[src/verilog/ps_bus_macros.svh]
//////////////////////////////////////////////////////////////////////
// widths and address map of the ps axi to system bus bridge
// region field is addr[31:SYS_REGION_LSB], one bank per region
// bank sizes count 32-bit words, each bank needs at least 2
//////////////////////////////////////////////////////////////////////

`ifndef PS_BUS_MACROS_SVH
`define PS_BUS_MACROS_SVH

// axi gp port widths
`define PS_AXI_DW 32  // data width
`define PS_AXI_AW 32  // address width
`define PS_AXI_IW 12  // id width, same as the gp0 master

// system bus address map
`define SYS_REGION_LSB    20
`define SYS_BANK_A_REGION 12'h400  // 0x4000_0000
`define SYS_BANK_B_REGION 12'h401  // 0x4010_0000

// bank sizes in words
`define SYS_BANK_A_REGS 4
`define SYS_BANK_B_REGS 16

`endif
[src/verilog/sys_bus_pkg.sv]
//////////////////////////////////////////////////////////////////////
// system bus word types, same widths as the axi side
//////////////////////////////////////////////////////////////////////

`default_nettype none

package sys_bus_pkg;

  `include "ps_bus_macros.svh"

  // strobe bus, one word per access
  typedef logic [`PS_AXI_AW-1:0]   sys_addr_t;
  typedef logic [`PS_AXI_DW-1:0]   sys_data_t;
  typedef logic [`PS_AXI_DW/8-1:0] sys_sel_t;  // byte selects

endpackage

`default_nettype wire

[src/verilog/axi_pkg.sv]
//////////////////////////////////////////////////////////////////////
// axi3 field types for the gp slave port
// only OKAY and SLVERR are ever returned
//////////////////////////////////////////////////////////////////////

`default_nettype none

package axi_pkg;

  `include "ps_bus_macros.svh"

  typedef logic [`PS_AXI_IW-1:0]   axi_id_t;    // transaction id
  typedef logic [`PS_AXI_AW-1:0]   axi_addr_t;  // byte address
  typedef logic [`PS_AXI_DW-1:0]   axi_data_t;
  typedef logic [`PS_AXI_DW/8-1:0] axi_strb_t;  // one bit per byte lane
  typedef logic [3:0]              axi_len_t;   // axi3 burst length

  // response codes, EXOKAY and DECERR unused
  typedef enum logic [1:0] {
    OKAY   = 2'b00,
    SLVERR = 2'b10
  } axi_resp_e;

endpackage

`default_nettype wire

[src/verilog/ps_axi_sys.sv]
//////////////////////////////////////////////////////////////////////
// axi gp slave, region decoder and two register banks
// acceptance to bvalid or rvalid is always 3 cycles
//////////////////////////////////////////////////////////////////////

`timescale 1ns/1ps
`default_nettype none

`include "ps_bus_macros.svh"

module ps_axi_sys (
  input  logic               clk_i,
  input  logic               rst_i,
  // write address
  input  axi_pkg::axi_id_t   axi_awid_i,
  input  axi_pkg::axi_addr_t axi_awaddr_i,
  input  axi_pkg::axi_len_t  axi_awlen_i,
  input  logic               axi_awvalid_i,
  output logic               axi_awready_o,
  // write data
  input  axi_pkg::axi_data_t axi_wdata_i,
  input  axi_pkg::axi_strb_t axi_wstrb_i,
  input  logic               axi_wlast_i,
  input  logic               axi_wvalid_i,
  output logic               axi_wready_o,
  // write response
  output axi_pkg::axi_id_t   axi_bid_o,
  output axi_pkg::axi_resp_e axi_bresp_o,
  output logic               axi_bvalid_o,
  input  logic               axi_bready_i,
  // read address
  input  axi_pkg::axi_id_t   axi_arid_i,
  input  axi_pkg::axi_addr_t axi_araddr_i,
  input  axi_pkg::axi_len_t  axi_arlen_i,
  input  logic               axi_arvalid_i,
  output logic               axi_arready_o,
  // read data
  output axi_pkg::axi_id_t   axi_rid_o,
  output axi_pkg::axi_data_t axi_rdata_o,
  output axi_pkg::axi_resp_e axi_rresp_o,
  output logic               axi_rlast_o,
  output logic               axi_rvalid_o,
  input  logic               axi_rready_i
);

  // bridge side of the system bus
  sys_bus_pkg::sys_addr_t sys_addr;
  sys_bus_pkg::sys_data_t sys_wdata;
  sys_bus_pkg::sys_sel_t  sys_sel;
  sys_bus_pkg::sys_data_t sys_rdata;
  logic                   sys_wen;
  logic                   sys_ren;
  logic                   sys_ack;
  logic                   sys_err;

  // per bank strobes and answers
  sys_bus_pkg::sys_data_t bank_a_rdata;
  sys_bus_pkg::sys_data_t bank_b_rdata;
  logic bank_a_wen, bank_a_ren, bank_a_ack, bank_a_err;
  logic bank_b_wen, bank_b_ren, bank_b_ack, bank_b_err;

  axi_slave u_axi_slave (
    .clk_i         (clk_i        ),
    .rst_i         (rst_i        ),
    .axi_awid_i    (axi_awid_i   ),
    .axi_awaddr_i  (axi_awaddr_i ),
    .axi_awlen_i   (axi_awlen_i  ),
    .axi_awvalid_i (axi_awvalid_i),
    .axi_awready_o (axi_awready_o),
    .axi_wdata_i   (axi_wdata_i  ),
    .axi_wstrb_i   (axi_wstrb_i  ),
    .axi_wlast_i   (axi_wlast_i  ),
    .axi_wvalid_i  (axi_wvalid_i ),
    .axi_wready_o  (axi_wready_o ),
    .axi_bid_o     (axi_bid_o    ),
    .axi_bresp_o   (axi_bresp_o  ),
    .axi_bvalid_o  (axi_bvalid_o ),
    .axi_bready_i  (axi_bready_i ),
    .axi_arid_i    (axi_arid_i   ),
    .axi_araddr_i  (axi_araddr_i ),
    .axi_arlen_i   (axi_arlen_i  ),
    .axi_arvalid_i (axi_arvalid_i),
    .axi_arready_o (axi_arready_o),
    .axi_rid_o     (axi_rid_o    ),
    .axi_rdata_o   (axi_rdata_o  ),
    .axi_rresp_o   (axi_rresp_o  ),
    .axi_rlast_o   (axi_rlast_o  ),
    .axi_rvalid_o  (axi_rvalid_o ),
    .axi_rready_i  (axi_rready_i ),
    .sys_addr_o    (sys_addr     ),
    .sys_wdata_o   (sys_wdata    ),
    .sys_sel_o     (sys_sel      ),
    .sys_wen_o     (sys_wen      ),
    .sys_ren_o     (sys_ren      ),
    .sys_rdata_i   (sys_rdata    ),
    .sys_ack_i     (sys_ack      ),
    .sys_err_i     (sys_err      )
  );

  sys_bus_decoder u_decoder (
    .clk_i          (clk_i       ),
    .rst_i          (rst_i       ),
    .sys_addr_i     (sys_addr    ),
    .sys_wdata_i    (sys_wdata   ),
    .sys_sel_i      (sys_sel     ),
    .sys_wen_i      (sys_wen     ),
    .sys_ren_i      (sys_ren     ),
    .sys_rdata_o    (sys_rdata   ),
    .sys_ack_o      (sys_ack     ),
    .sys_err_o      (sys_err     ),
    .bank_a_wen_o   (bank_a_wen  ),
    .bank_a_ren_o   (bank_a_ren  ),
    .bank_a_rdata_i (bank_a_rdata),
    .bank_a_ack_i   (bank_a_ack  ),
    .bank_a_err_i   (bank_a_err  ),
    .bank_b_wen_o   (bank_b_wen  ),
    .bank_b_ren_o   (bank_b_ren  ),
    .bank_b_rdata_i (bank_b_rdata),
    .bank_b_ack_i   (bank_b_ack  ),
    .bank_b_err_i   (bank_b_err  )
  );

  // address, wdata and sel fan out to both banks
  sys_reg_bank #(
    .NUM_REGS (`SYS_BANK_A_REGS)
  ) u_bank_a (
    .clk_i       (clk_i       ),
    .rst_i       (rst_i       ),
    .sys_addr_i  (sys_addr    ),
    .sys_wdata_i (sys_wdata   ),
    .sys_sel_i   (sys_sel     ),
    .sys_wen_i   (bank_a_wen  ),
    .sys_ren_i   (bank_a_ren  ),
    .sys_rdata_o (bank_a_rdata),
    .sys_ack_o   (bank_a_ack  ),
    .sys_err_o   (bank_a_err  )
  );

  sys_reg_bank #(
    .NUM_REGS (`SYS_BANK_B_REGS)
  ) u_bank_b (
    .clk_i       (clk_i       ),
    .rst_i       (rst_i       ),
    .sys_addr_i  (sys_addr    ),
    .sys_wdata_i (sys_wdata   ),
    .sys_sel_i   (sys_sel     ),
    .sys_wen_i   (bank_b_wen  ),
    .sys_ren_i   (bank_b_ren  ),
    .sys_rdata_o (bank_b_rdata),
    .sys_ack_o   (bank_b_ack  ),
    .sys_err_o   (bank_b_err  )
  );

endmodule

`default_nettype wire

[src/verilog/sys_reg_bank.sv]
//////////////////////////////////////////////////////////////////////
// register bank on the system bus, NUM_REGS words of 32 bits
// word index is addr[SYS_REGION_LSB-1:2], region bits are ignored
// out of range index gives err and no write, NUM_REGS at least 2
//////////////////////////////////////////////////////////////////////

`timescale 1ns/1ps
`default_nettype none

`include "ps_bus_macros.svh"

module sys_reg_bank #(
  parameter int NUM_REGS = 4
) (
  input  logic                   clk_i,
  input  logic                   rst_i,
  input  sys_bus_pkg::sys_addr_t sys_addr_i,
  input  sys_bus_pkg::sys_data_t sys_wdata_i,
  input  sys_bus_pkg::sys_sel_t  sys_sel_i,
  input  logic                   sys_wen_i,
  input  logic                   sys_ren_i,
  output sys_bus_pkg::sys_data_t sys_rdata_o,
  output logic                   sys_ack_o,
  output logic                   sys_err_o
);

  localparam int IDX_W   = `SYS_REGION_LSB - 2;
  localparam int SEL_W   = $clog2(NUM_REGS);
  localparam int N_BYTES = $bits(sys_bus_pkg::sys_sel_t);

  sys_bus_pkg::sys_data_t regs_q [NUM_REGS];
  sys_bus_pkg::sys_data_t rdata_q;

  logic [IDX_W-1:0] idx;       // full word index within the region
  logic [SEL_W-1:0] word;
  logic             in_range;
  logic             access;
  logic             ack_q;
  logic             err_q;

  assign idx      = sys_addr_i[`SYS_REGION_LSB-1:2];
  assign word     = idx[SEL_W-1:0];       // only used when in range
  assign in_range = (idx < IDX_W'(NUM_REGS));
  assign access   = sys_wen_i | sys_ren_i;

  //////////////////////////////////////////////////////////////////////
  // registers and answer
  //////////////////////////////////////////////////////////////////////

  always_ff @(posedge clk_i) begin
    if (rst_i) begin
      ack_q <= 1'b0;
      err_q <= 1'b0;
      for (int i = 0; i < NUM_REGS; i++) begin
        regs_q[i] <= '0;
      end
    end else begin
      ack_q <= access &  in_range;
      err_q <= access & ~in_range;     // bad index, contents untouched
      if (sys_wen_i && in_range) begin
        for (int b = 0; b < N_BYTES; b++) begin
          if (sys_sel_i[b]) regs_q[word][8*b +: 8] <= sys_wdata_i[8*b +: 8];
        end
      end
    end
  end

  // read word, presented together with ack
  always_ff @(posedge clk_i) begin
    if (sys_ren_i && in_range) begin
      rdata_q <= regs_q[word];
    end
  end

  assign sys_rdata_o = rdata_q;
  assign sys_ack_o   = ack_q;
  assign sys_err_o   = err_q;

endmodule

`default_nettype wire

[src/verilog/sys_bus_decoder.sv]
//////////////////////////////////////////////////////////////////////
// system bus region decoder for two banks
// unmapped regions answer err one cycle after the strobe
// rdata is only meaningful in the ack cycle
//////////////////////////////////////////////////////////////////////

`timescale 1ns/1ps
`default_nettype none

`include "ps_bus_macros.svh"

module sys_bus_decoder (
  input  logic                   clk_i,
  input  logic                   rst_i,
  // upstream from the bridge
  input  sys_bus_pkg::sys_addr_t sys_addr_i,
  input  sys_bus_pkg::sys_data_t sys_wdata_i,
  input  sys_bus_pkg::sys_sel_t  sys_sel_i,
  input  logic                   sys_wen_i,
  input  logic                   sys_ren_i,
  output sys_bus_pkg::sys_data_t sys_rdata_o,
  output logic                   sys_ack_o,
  output logic                   sys_err_o,
  // bank a
  output logic                   bank_a_wen_o,
  output logic                   bank_a_ren_o,
  input  sys_bus_pkg::sys_data_t bank_a_rdata_i,
  input  logic                   bank_a_ack_i,
  input  logic                   bank_a_err_i,
  // bank b
  output logic                   bank_b_wen_o,
  output logic                   bank_b_ren_o,
  input  sys_bus_pkg::sys_data_t bank_b_rdata_i,
  input  logic                   bank_b_ack_i,
  input  logic                   bank_b_err_i
);

  localparam int REGION_W = `PS_AXI_AW - `SYS_REGION_LSB;

  logic [REGION_W-1:0] region;
  logic                hit_a;
  logic                hit_b;
  logic                unmap_err_q;  // own answer for holes in the map

  assign region = sys_addr_i[`PS_AXI_AW-1:`SYS_REGION_LSB];
  assign hit_a  = (region == `SYS_BANK_A_REGION);
  assign hit_b  = (region == `SYS_BANK_B_REGION);

  // strobes go straight through, same cycle
  assign bank_a_wen_o = sys_wen_i & hit_a;
  assign bank_a_ren_o = sys_ren_i & hit_a;
  assign bank_b_wen_o = sys_wen_i & hit_b;
  assign bank_b_ren_o = sys_ren_i & hit_b;

  always_ff @(posedge clk_i) begin
    if (rst_i) begin
      unmap_err_q <= 1'b0;
    end else begin
      unmap_err_q <= (sys_wen_i | sys_ren_i) & ~hit_a & ~hit_b;
    end
  end

  // return path, picked by whichever bank acks
  assign sys_rdata_o = bank_a_ack_i ? bank_a_rdata_i :
                       bank_b_ack_i ? bank_b_rdata_i : '0;
  assign sys_ack_o   = bank_a_ack_i | bank_b_ack_i;
  assign sys_err_o   = bank_a_err_i | bank_b_err_i | unmap_err_q;

endmodule

`default_nettype wire

[src/verilog/axi_slave.sv]
//////////////////////////////////////////////////////////////////////
// single-beat axi3 slave driving the system bus, one access in flight
// awlen and arlen are not checked, bursts must not be sent
// the bus slave must answer at least one cycle after the strobe
// reads always use all four byte selects
//////////////////////////////////////////////////////////////////////

`timescale 1ns/1ps
`default_nettype none

module axi_slave (
  input  logic                  clk_i,
  input  logic                  rst_i,
  // write address channel
  input  axi_pkg::axi_id_t      axi_awid_i,
  input  axi_pkg::axi_addr_t    axi_awaddr_i,
  input  axi_pkg::axi_len_t     axi_awlen_i,    // assumed zero
  input  logic                  axi_awvalid_i,
  output logic                  axi_awready_o,
  // write data channel
  input  axi_pkg::axi_data_t    axi_wdata_i,
  input  axi_pkg::axi_strb_t    axi_wstrb_i,
  input  logic                  axi_wlast_i,    // assumed high, single beat
  input  logic                  axi_wvalid_i,
  output logic                  axi_wready_o,
  // write response channel
  output axi_pkg::axi_id_t      axi_bid_o,
  output axi_pkg::axi_resp_e    axi_bresp_o,
  output logic                  axi_bvalid_o,
  input  logic                  axi_bready_i,
  // read address channel
  input  axi_pkg::axi_id_t      axi_arid_i,
  input  axi_pkg::axi_addr_t    axi_araddr_i,
  input  axi_pkg::axi_len_t     axi_arlen_i,    // assumed zero
  input  logic                  axi_arvalid_i,
  output logic                  axi_arready_o,
  // read data channel
  output axi_pkg::axi_id_t      axi_rid_o,
  output axi_pkg::axi_data_t    axi_rdata_o,
  output axi_pkg::axi_resp_e    axi_rresp_o,
  output logic                  axi_rlast_o,
  output logic                  axi_rvalid_o,
  input  logic                  axi_rready_i,
  // system bus
  output sys_bus_pkg::sys_addr_t sys_addr_o,
  output sys_bus_pkg::sys_data_t sys_wdata_o,
  output sys_bus_pkg::sys_sel_t  sys_sel_o,
  output logic                   sys_wen_o,
  output logic                   sys_ren_o,
  input  sys_bus_pkg::sys_data_t sys_rdata_i,
  input  logic                   sys_ack_i,
  input  logic                   sys_err_i
);

  typedef enum logic [1:0] {
    ST_IDLE,   // readies may go high
    ST_ISSUE,  // strobe on the bus
    ST_WAIT,   // waiting for ack or err
    ST_RESP    // b or r response held
  } state_e;

  state_e                 state_q;
  logic                   wr_q;     // access is a write
  axi_pkg::axi_id_t       id_q;
  sys_bus_pkg::sys_addr_t addr_q;
  sys_bus_pkg::sys_data_t wdata_q;
  sys_bus_pkg::sys_sel_t  sel_q;
  axi_pkg::axi_data_t     rdata_q;
  axi_pkg::axi_resp_e     resp_q;

  logic idle;
  logic wr_both;   // aw and w both offered
  logic wr_acc;
  logic rd_acc;
  logic bus_done;  // slave answered
  logic resp_done;

  //////////////////////////////////////////////////////////////////////
  // acceptance
  //////////////////////////////////////////////////////////////////////

  assign idle    = (state_q == ST_IDLE);
  assign wr_both = axi_awvalid_i & axi_wvalid_i;

  // aw and w taken together, writes win a tie
  assign axi_awready_o = idle & wr_both;
  assign axi_wready_o  = idle & wr_both;
  assign axi_arready_o = idle & ~wr_both;

  assign wr_acc = axi_awready_o;
  assign rd_acc = axi_arready_o & axi_arvalid_i;

  assign bus_done  = (state_q == ST_WAIT) & (sys_ack_i | sys_err_i);
  assign resp_done = (state_q == ST_RESP) & (wr_q ? axi_bready_i : axi_rready_i);

  //////////////////////////////////////////////////////////////////////
  // FSM
  //////////////////////////////////////////////////////////////////////

  always_ff @(posedge clk_i) begin
    if (rst_i) begin
      state_q <= ST_IDLE;
    end else begin
      case (state_q)
        ST_IDLE:  if (wr_acc || rd_acc) state_q <= ST_ISSUE;
        ST_ISSUE: state_q <= ST_WAIT;           // strobe lasts one cycle
        ST_WAIT:  if (bus_done) state_q <= ST_RESP;
        ST_RESP:  if (resp_done) state_q <= ST_IDLE;
        default:  state_q <= ST_IDLE;
      endcase
    end
  end

  // request capture on acceptance
  always_ff @(posedge clk_i) begin
    if (wr_acc) begin
      wr_q    <= 1'b1;
      id_q    <= axi_awid_i;
      addr_q  <= axi_awaddr_i;
      wdata_q <= axi_wdata_i;
      sel_q   <= axi_wstrb_i;
    end else if (rd_acc) begin
      wr_q    <= 1'b0;
      id_q    <= axi_arid_i;
      addr_q  <= axi_araddr_i;
      sel_q   <= '1;                  // full word read
    end
  end

  // answer capture, held through ST_RESP
  always_ff @(posedge clk_i) begin
    if (bus_done) begin
      rdata_q <= sys_rdata_i;
      resp_q  <= sys_err_i ? axi_pkg::SLVERR : axi_pkg::OKAY;
    end
  end

  //////////////////////////////////////////////////////////////////////
  // outputs
  //////////////////////////////////////////////////////////////////////

  assign sys_addr_o  = addr_q;
  assign sys_wdata_o = wdata_q;
  assign sys_sel_o   = sel_q;
  assign sys_wen_o   = (state_q == ST_ISSUE) &  wr_q;
  assign sys_ren_o   = (state_q == ST_ISSUE) & ~wr_q;

  assign axi_bid_o    = id_q;
  assign axi_bresp_o  = resp_q;
  assign axi_bvalid_o = (state_q == ST_RESP) & wr_q;

  assign axi_rid_o    = id_q;
  assign axi_rdata_o  = rdata_q;
  assign axi_rresp_o  = resp_q;
  assign axi_rlast_o  = 1'b1;                        // every read is one beat
  assign axi_rvalid_o = (state_q == ST_RESP) & ~wr_q;

endmodule

`default_nettype wire

[config.mk]
export PLATFORM = sky130hd
export DESIGN_NAME = ps_axi_sys
export DESIGN_NICKNAME = d
export VERILOG_FILES = /design/src/verilog/sys_bus_pkg.sv /design/src/verilog/axi_pkg.sv /design/src/verilog/ps_axi_sys.sv /design/src/verilog/sys_reg_bank.sv /design/src/verilog/sys_bus_decoder.sv /design/src/verilog/axi_slave.sv
export VERILOG_INCLUDE_DIRS = /design/src /design/src/verilog
export SDC_FILE = /design/constraint.sdc
export NUM_CORES = 1
export LEC_CHECK = 0
export ABC_AREA = 1
export BUFFER_PORTS_ARGS = -buffer_cell sky130_fd_sc_hd__buf_2
export CORE_MARGIN = 5
export CORE_UTILIZATION = 55
export DETAILED_ROUTE_END_ITERATION = 7
export GPL_TIMING_DRIVEN = 0
export PLACE_DENSITY = 0.78
export RECOVER_POWER = 100
export SLEW_MARGIN = 5
export SYNTH_ARGS = -nofsm -noshare
export SYNTH_HDL_FRONTEND = slang
export SYNTH_SLANG_ARGS = --single-unit
[constraint.sdc]
create_clock -name clk_i -period 4.8 [get_ports clk_i]
set_input_delay 1.44 -clock clk_i [delete_from_list [all_inputs] [get_ports clk_i]]
set_output_delay 1.44 -clock clk_i [all_outputs]
set_load 0.05 [all_outputs]
=== After elaboration in Yosys (flattened, before gate mapping) ===
Memories as Yosys holds them, arrays and structs flattened. A register that Yosys moved wholly into a read port is not among the register bits.
Index checks and enable logic that the tools add are counted.

* Order comparisons: 2
* Equality and inequality tests: 8
* Multiplexer cells: 50
* Bitwise operators: 33
* Reduce and logical (&&, ||, !) cells: 10

{| class="wikitable"
|+ Operators with widths
! operator !! number
|-
| 32-bit 2-to-1 mux || 6
|-
| 32-bit OR reduction || 2
|-
| 1-bit 2-to-1 mux || 31
|-
| 12-bit by 11-bit equality test with 1-bit output (second input constant) || 2
|-
| 12-bit 2-to-1 mux || 2
|-
| 1-bit bitwise AND || 20
|-
| 4-bit 2-to-1 mux || 5
|-
| 18-bit by 3-bit less-than comparator with 1-bit output (second input constant) || 1
|-
| 18-bit by 5-bit less-than comparator with 1-bit output (second input constant) || 1
|-
| 2-bit 2-to-1 mux || 5
|-
| 2-bit case mux with 4 select lines || 1
|-
| 1-bit bitwise OR || 7
|-
| 1-bit inverter || 6
|-
| 2-bit equality test (second input constant) || 2
|-
| 1-bit logical AND || 4
|-
| 2-bit by 1-bit inequality test with 1-bit output (second input constant) || 2
|-
| 3-bit AND reduction || 1
|-
| 2-bit by 1-bit equality test with 1-bit output (second input constant) || 1
|-
| 2-bit logical NOT || 1
|-
| 2-bit inequality test (second input constant) || 1
|-
| 2-bit nonzero test || 1
|-
| 1-bit logical OR || 1
|}

* Register bits after elaboration: 122
* Bits in writable memories: 640
* Bits of input ports: 140
* Output and inout bits: 66
* Word-level logic and storage cells: 118
* Memories: 2

{| class="wikitable"
|+ Memory list
! name !! depth !! bits a word !! rd ports !! clocked after memory_dff !! write ports !! line !! RTL
|-
| u_bank_b.regs_q || 16 || 32 || 1 || 1 || 16 || sys_reg_bank.sv:31 || <nowiki>sys_bus_pkg::sys_data_t regs_q [NUM_REGS];</nowiki>
|-
| u_bank_a.regs_q || 4 || 32 || 1 || 1 || 4 || sys_reg_bank.sv:31 ||
|}

=== Depth between registers and ports, before layout ===
* Word-level depth: 9
* Mapped depth: 11
* Depth with buffers taken out: 10

=== By module ===
A second synthesis with hierarchy kept.

* Cells, all modules: 3,690
* Area total of the unflattened synthesis: 39,399.0 sq um

{| class="wikitable"
|+ By module, submodules not included
! module !! instances !! cells an instance !! area each (sq um) !! seq. area each (sq um)
|-
| sys_reg_bank (u_bank_b) || 1 || 2,638 || 26,726.9 || 16,375.7
|-
| sys_reg_bank (u_bank_a) || 1 || 582 || 7,400.8 || 4,844.6
|-
| axi_slave || 1 || 325 || 4,400.5 || 3,453.3
|-
| sys_bus_decoder || 1 || 145 || 870.8 || 20.0
|}

=== Worst setup path after synthesis ===
No wires, ideal clock.

* Path kind: input-to-output
* From: input port axi_awvalid_i
* To: output port axi_wready_o
* Arrival: 3.723 ns
* Required time: 3.360 ns
* Path slack: -0.363 ns
* Stages: 4
* Buffers on the path: 2
* Cell sequence: nand2_1 -> nor2_1 -> clkbuf_1 -> buf_4

* Word-level cells in the longest chain between the ends: 2

{| class="wikitable"
|+ Ends and longest elaborated chain
! item !! line !! RTL
|-
| start: declaration || ps_axi_sys.sv:18 || <nowiki>input logic axi_awvalid_i,</nowiki>
|-
| 1-bit bitwise AND || axi_slave.sv:83 || <nowiki>assign wr_both = axi_awvalid_i & axi_wvalid_i;</nowiki>
|-
| 1-bit bitwise AND || - ||
|-
| end: declaration || ps_axi_sys.sv:25 || <nowiki>output logic axi_wready_o,</nowiki>
|}

Every way passes these cells.

=== Worst setup path after layout ===
* From: input port axi_awvalid_i
* To: output port axi_wready_o

* Word-level cells in the longest chain between the ends: 2

{| class="wikitable"
|+ Ends and longest elaborated chain
! item !! line !! RTL
|-
| 1-bit bitwise AND || axi_slave.sv:83 ||
|-
| 1-bit bitwise AND || axi_slave.sv:87 || <nowiki>assign axi_wready_o = idle & wr_both;</nowiki>
|}

Every way passes these cells.

==> results.cfg <==
[setup_path]
start_kind = primary input
r2r_cells = 8
critical_path_class = primary input to output pin
crit_required_ps = 3360
r2r_setup_slack_ps = 400
cp_max_fo = 43
reg2reg_to = u_bank_b.regs_q[7][20]
timing.rr.start = u_axi_slave.sys_addr_o[19]
endpoint_kind = output pin
crit_arrival_ps = 3140

[synth]
synth.largest_area_cell = edfxtp_1
yosysUniqueCellTypes = 34
synth_top_area_share = 0.685
synth_seq_cells = 823
synth.avg_cell_area_um2 = 11.7
synth_area_leaders = edfxtp_1, nor2_1, nand2_1, nand3_1, nand4_4
ys_warn_count = 0
ys_seq_area_frac = 0.689
synthCells = 3055
syn-cell-area_um2 = 35700

[place]
place_ws_ps = -36.5
placed_area_um2 = 37900
dpl.hpwl_um = 75400
place.gp.congestion = 1.03
io_buffers = 189
dp.cells = 4110

[layout]
n_fill_cell = 4981
finalNonFillerCells = 4261
multi_input_area_um2 = 9010
seqCellArea_um2 = 24600
final_common_cell = edfxtp_1
stdcell_area_um2 = 39500
drive_gt1_frac = 0.0975
nNetsFinal = 3485
layout_common_cells = edfxtp_1, nor2_1, nand2_1, nand3_1, clkbuf_1
areaGrowthSynthToFinish_pct = 10.4

[worst_hold_path]
hold_start = u_decoder.unmap_err_q
min_to = u_axi_slave.axi_bresp_o[1]
hold_path_class = register to register
hold-path-cell-count = 2

[clocking]
clock_sinks = 823
cts_buffer_depth = 3
cts_tree = built
clock_latency_ps = 660
cts-root-buf = clkbuf_16
htree_levels = 3
cts_buffers = 83
ctsHoldBuffers = 0
clk_pin_slew_ps = 60

[power_and_ir_drop]
powerDensity_nw_per_um2 = 467
ir_worst_vdd_mv = 0.390
cellLeakagePower_nw = 15.1

[global_routing]
grt_start_max_net_pins = 44
gr-usage-all-layers = 0.302
antenna_found_initial = 0
grt_pass1_wl_um = 157000
overflow = 0
first_global_vias = 25469

[floorplan]
initial_core_util = 0.555
pin_count = 206
die_w_um = 265
fp.dieH_um = 265
core_area_um2 = 64300
die_area_um2 = 70200
rows = 93

[timing]
rsz0062_at_grt = no
tightest_slew_ps = 2020
hold_violations = 0
period_share = 0.954
fin_hold_ws_ps = 504
fmax_ghz = 0.218
clock_skew_ps = 34.8
worst_slack_ps = 219
min_period_ps = 4580
maxSlewHeadroom = -0.348
finalSetupViolCount = 0
slew_violations = 80

[status]
status = finished with violations
failed_checks = capacitance limit, slew limit

[flow_run]
cap_violations = 5

[drt]
vias_per_cell = 6.12
drt_first_pass_iters = 7
vias = 26084
drc = 0
drtAntennaViolNets = 0
post_drt_wl_per_cell_um = 25.4
routed_wl_um = 108000
drtIter0Drc = 3885
==> Yosys cell counts, drive strengths merged <==
library cell / count
a21oi: 3
nand3: 369
nor4: 1
nand4: 98
nor3: 2
buf: 57
a21boi: 2
a22oi: 160
conb: 2
o22ai: 1
dfxtp: 8
nand3b: 1
o21ai: 7
edfxtp: 815
nor2: 691
nand2: 585
ha: 5
inv: 66
or2: 4
clkbuf: 178
==> power breakdown <==
| group | switching [mW] | total (mW) | internal, mW | leakage (nW) |
|---|---|---|---|---|
| clock | 2.72 | 6.14 | 3.41 | 1.23 |
| sequential | 0.123 | 8.49 | 8.37 | 8.24 |
| combinational | 3.05 | 3.78 | 0.735 | 5.63 |
==> state kept, by name (all words and copies together) (netlist names) <==
name	flops
u_bank_b.sys_ack_o	1
u_bank_a.sys_rdata_o	32
u_bank_b.sys_rdata_o	32
u_bank_a.sys_err_o	1
u_axi_slave.axi_rdata_o	32
u_bank_b.sys_err_o	1
u_axi_slave.wr_q	1
u_axi_slave.state_q	2
u_axi_slave.axi_bresp_o	1
u_decoder.unmap_err_q	1
u_bank_a.regs_q	128
u_axi_slave.sys_sel_o	4
u_axi_slave.sys_addr_o	30
u_bank_b.regs_q	512
u_bank_a.sys_ack_o	1
u_axi_slave.sys_wdata_o	32
u_axi_slave.axi_bid_o	12
==> per-layer routing <==
layer	vias up	track usage	part of all wire
met3	404	0.0946	0.15
met4	0	0.167	0.066
met2	2111	0.475	0.45
met1	12278	0.374	0.33
met5	-	0	0
li1	11291	-	-
==> through the flow <==
stage	total power [mW]	util	setup TNS [ps]
global placement	12.3	0.587	-134240
CTS	18.4	0.628	0
global route	18.9	0.613	0
floorplan	10.9	-	0
detailed placement	12.4	0.589	-36.5
finish	18.4	0.613	0
==> how the worst max path moves through the flow <==
stage,slack [ps],cells past startpoint,to,startpoint
3_3_place_gp,-2870,5,u_bank_a.sys_rdata_o[17],u_axi_slave.sys_addr_o[5]
4_1_cts,240,6,axi_wready_o,axi_awvalid_i
6_report,220,6,axi_wready_o,axi_awvalid_i
2_1_floorplan,320,5,u_bank_a.sys_rdata_o[0],u_axi_slave.sys_addr_o[5]
5_1_grt,90,6,axi_wready_o,axi_awvalid_i
3_5_place_dp,-40,6,axi_wready_o,axi_awvalid_i
==> what timing repair did <==
item	4_1_cts	5_1_grt
resized for setup	1	0
endpoints found under the hold margin	0	0
setup buffers	0	0
endpoints found under the setup margin	1	0
==> critical path, cell delays in order <==
cell and delay (ps):
buf_2 90, nand2_1 90, nor2_1 460, clkbuf_8 590, buf_4 190, clkbuf_2 260
==> layout make-up <==
type | count | area share
Clock buffer | 109 | 0.0570
Multi-Input combinational cell | 1932 | 0.228
Tap cell | 855 | 0.0271
Inverter | 66 | 0.00628
Timing Repair Buffer | 199 | 0.0230
Clock inverter | 41 | 0.00717
Antenna cell | 1 | 0.0000634
Sequential cell | 823 | 0.624
Buffer | 235 | 0.0266
==> cells by family after synthesis <==
kind of cell | synth area share
compound gates | 0.0356
fa+ha+maj | 0.00175
buf+inv | 0.0368
flops | 0.689
other cells | 0.000210
simple gates | 0.236
Note: power is estimated with default switching activity, not from simulation.
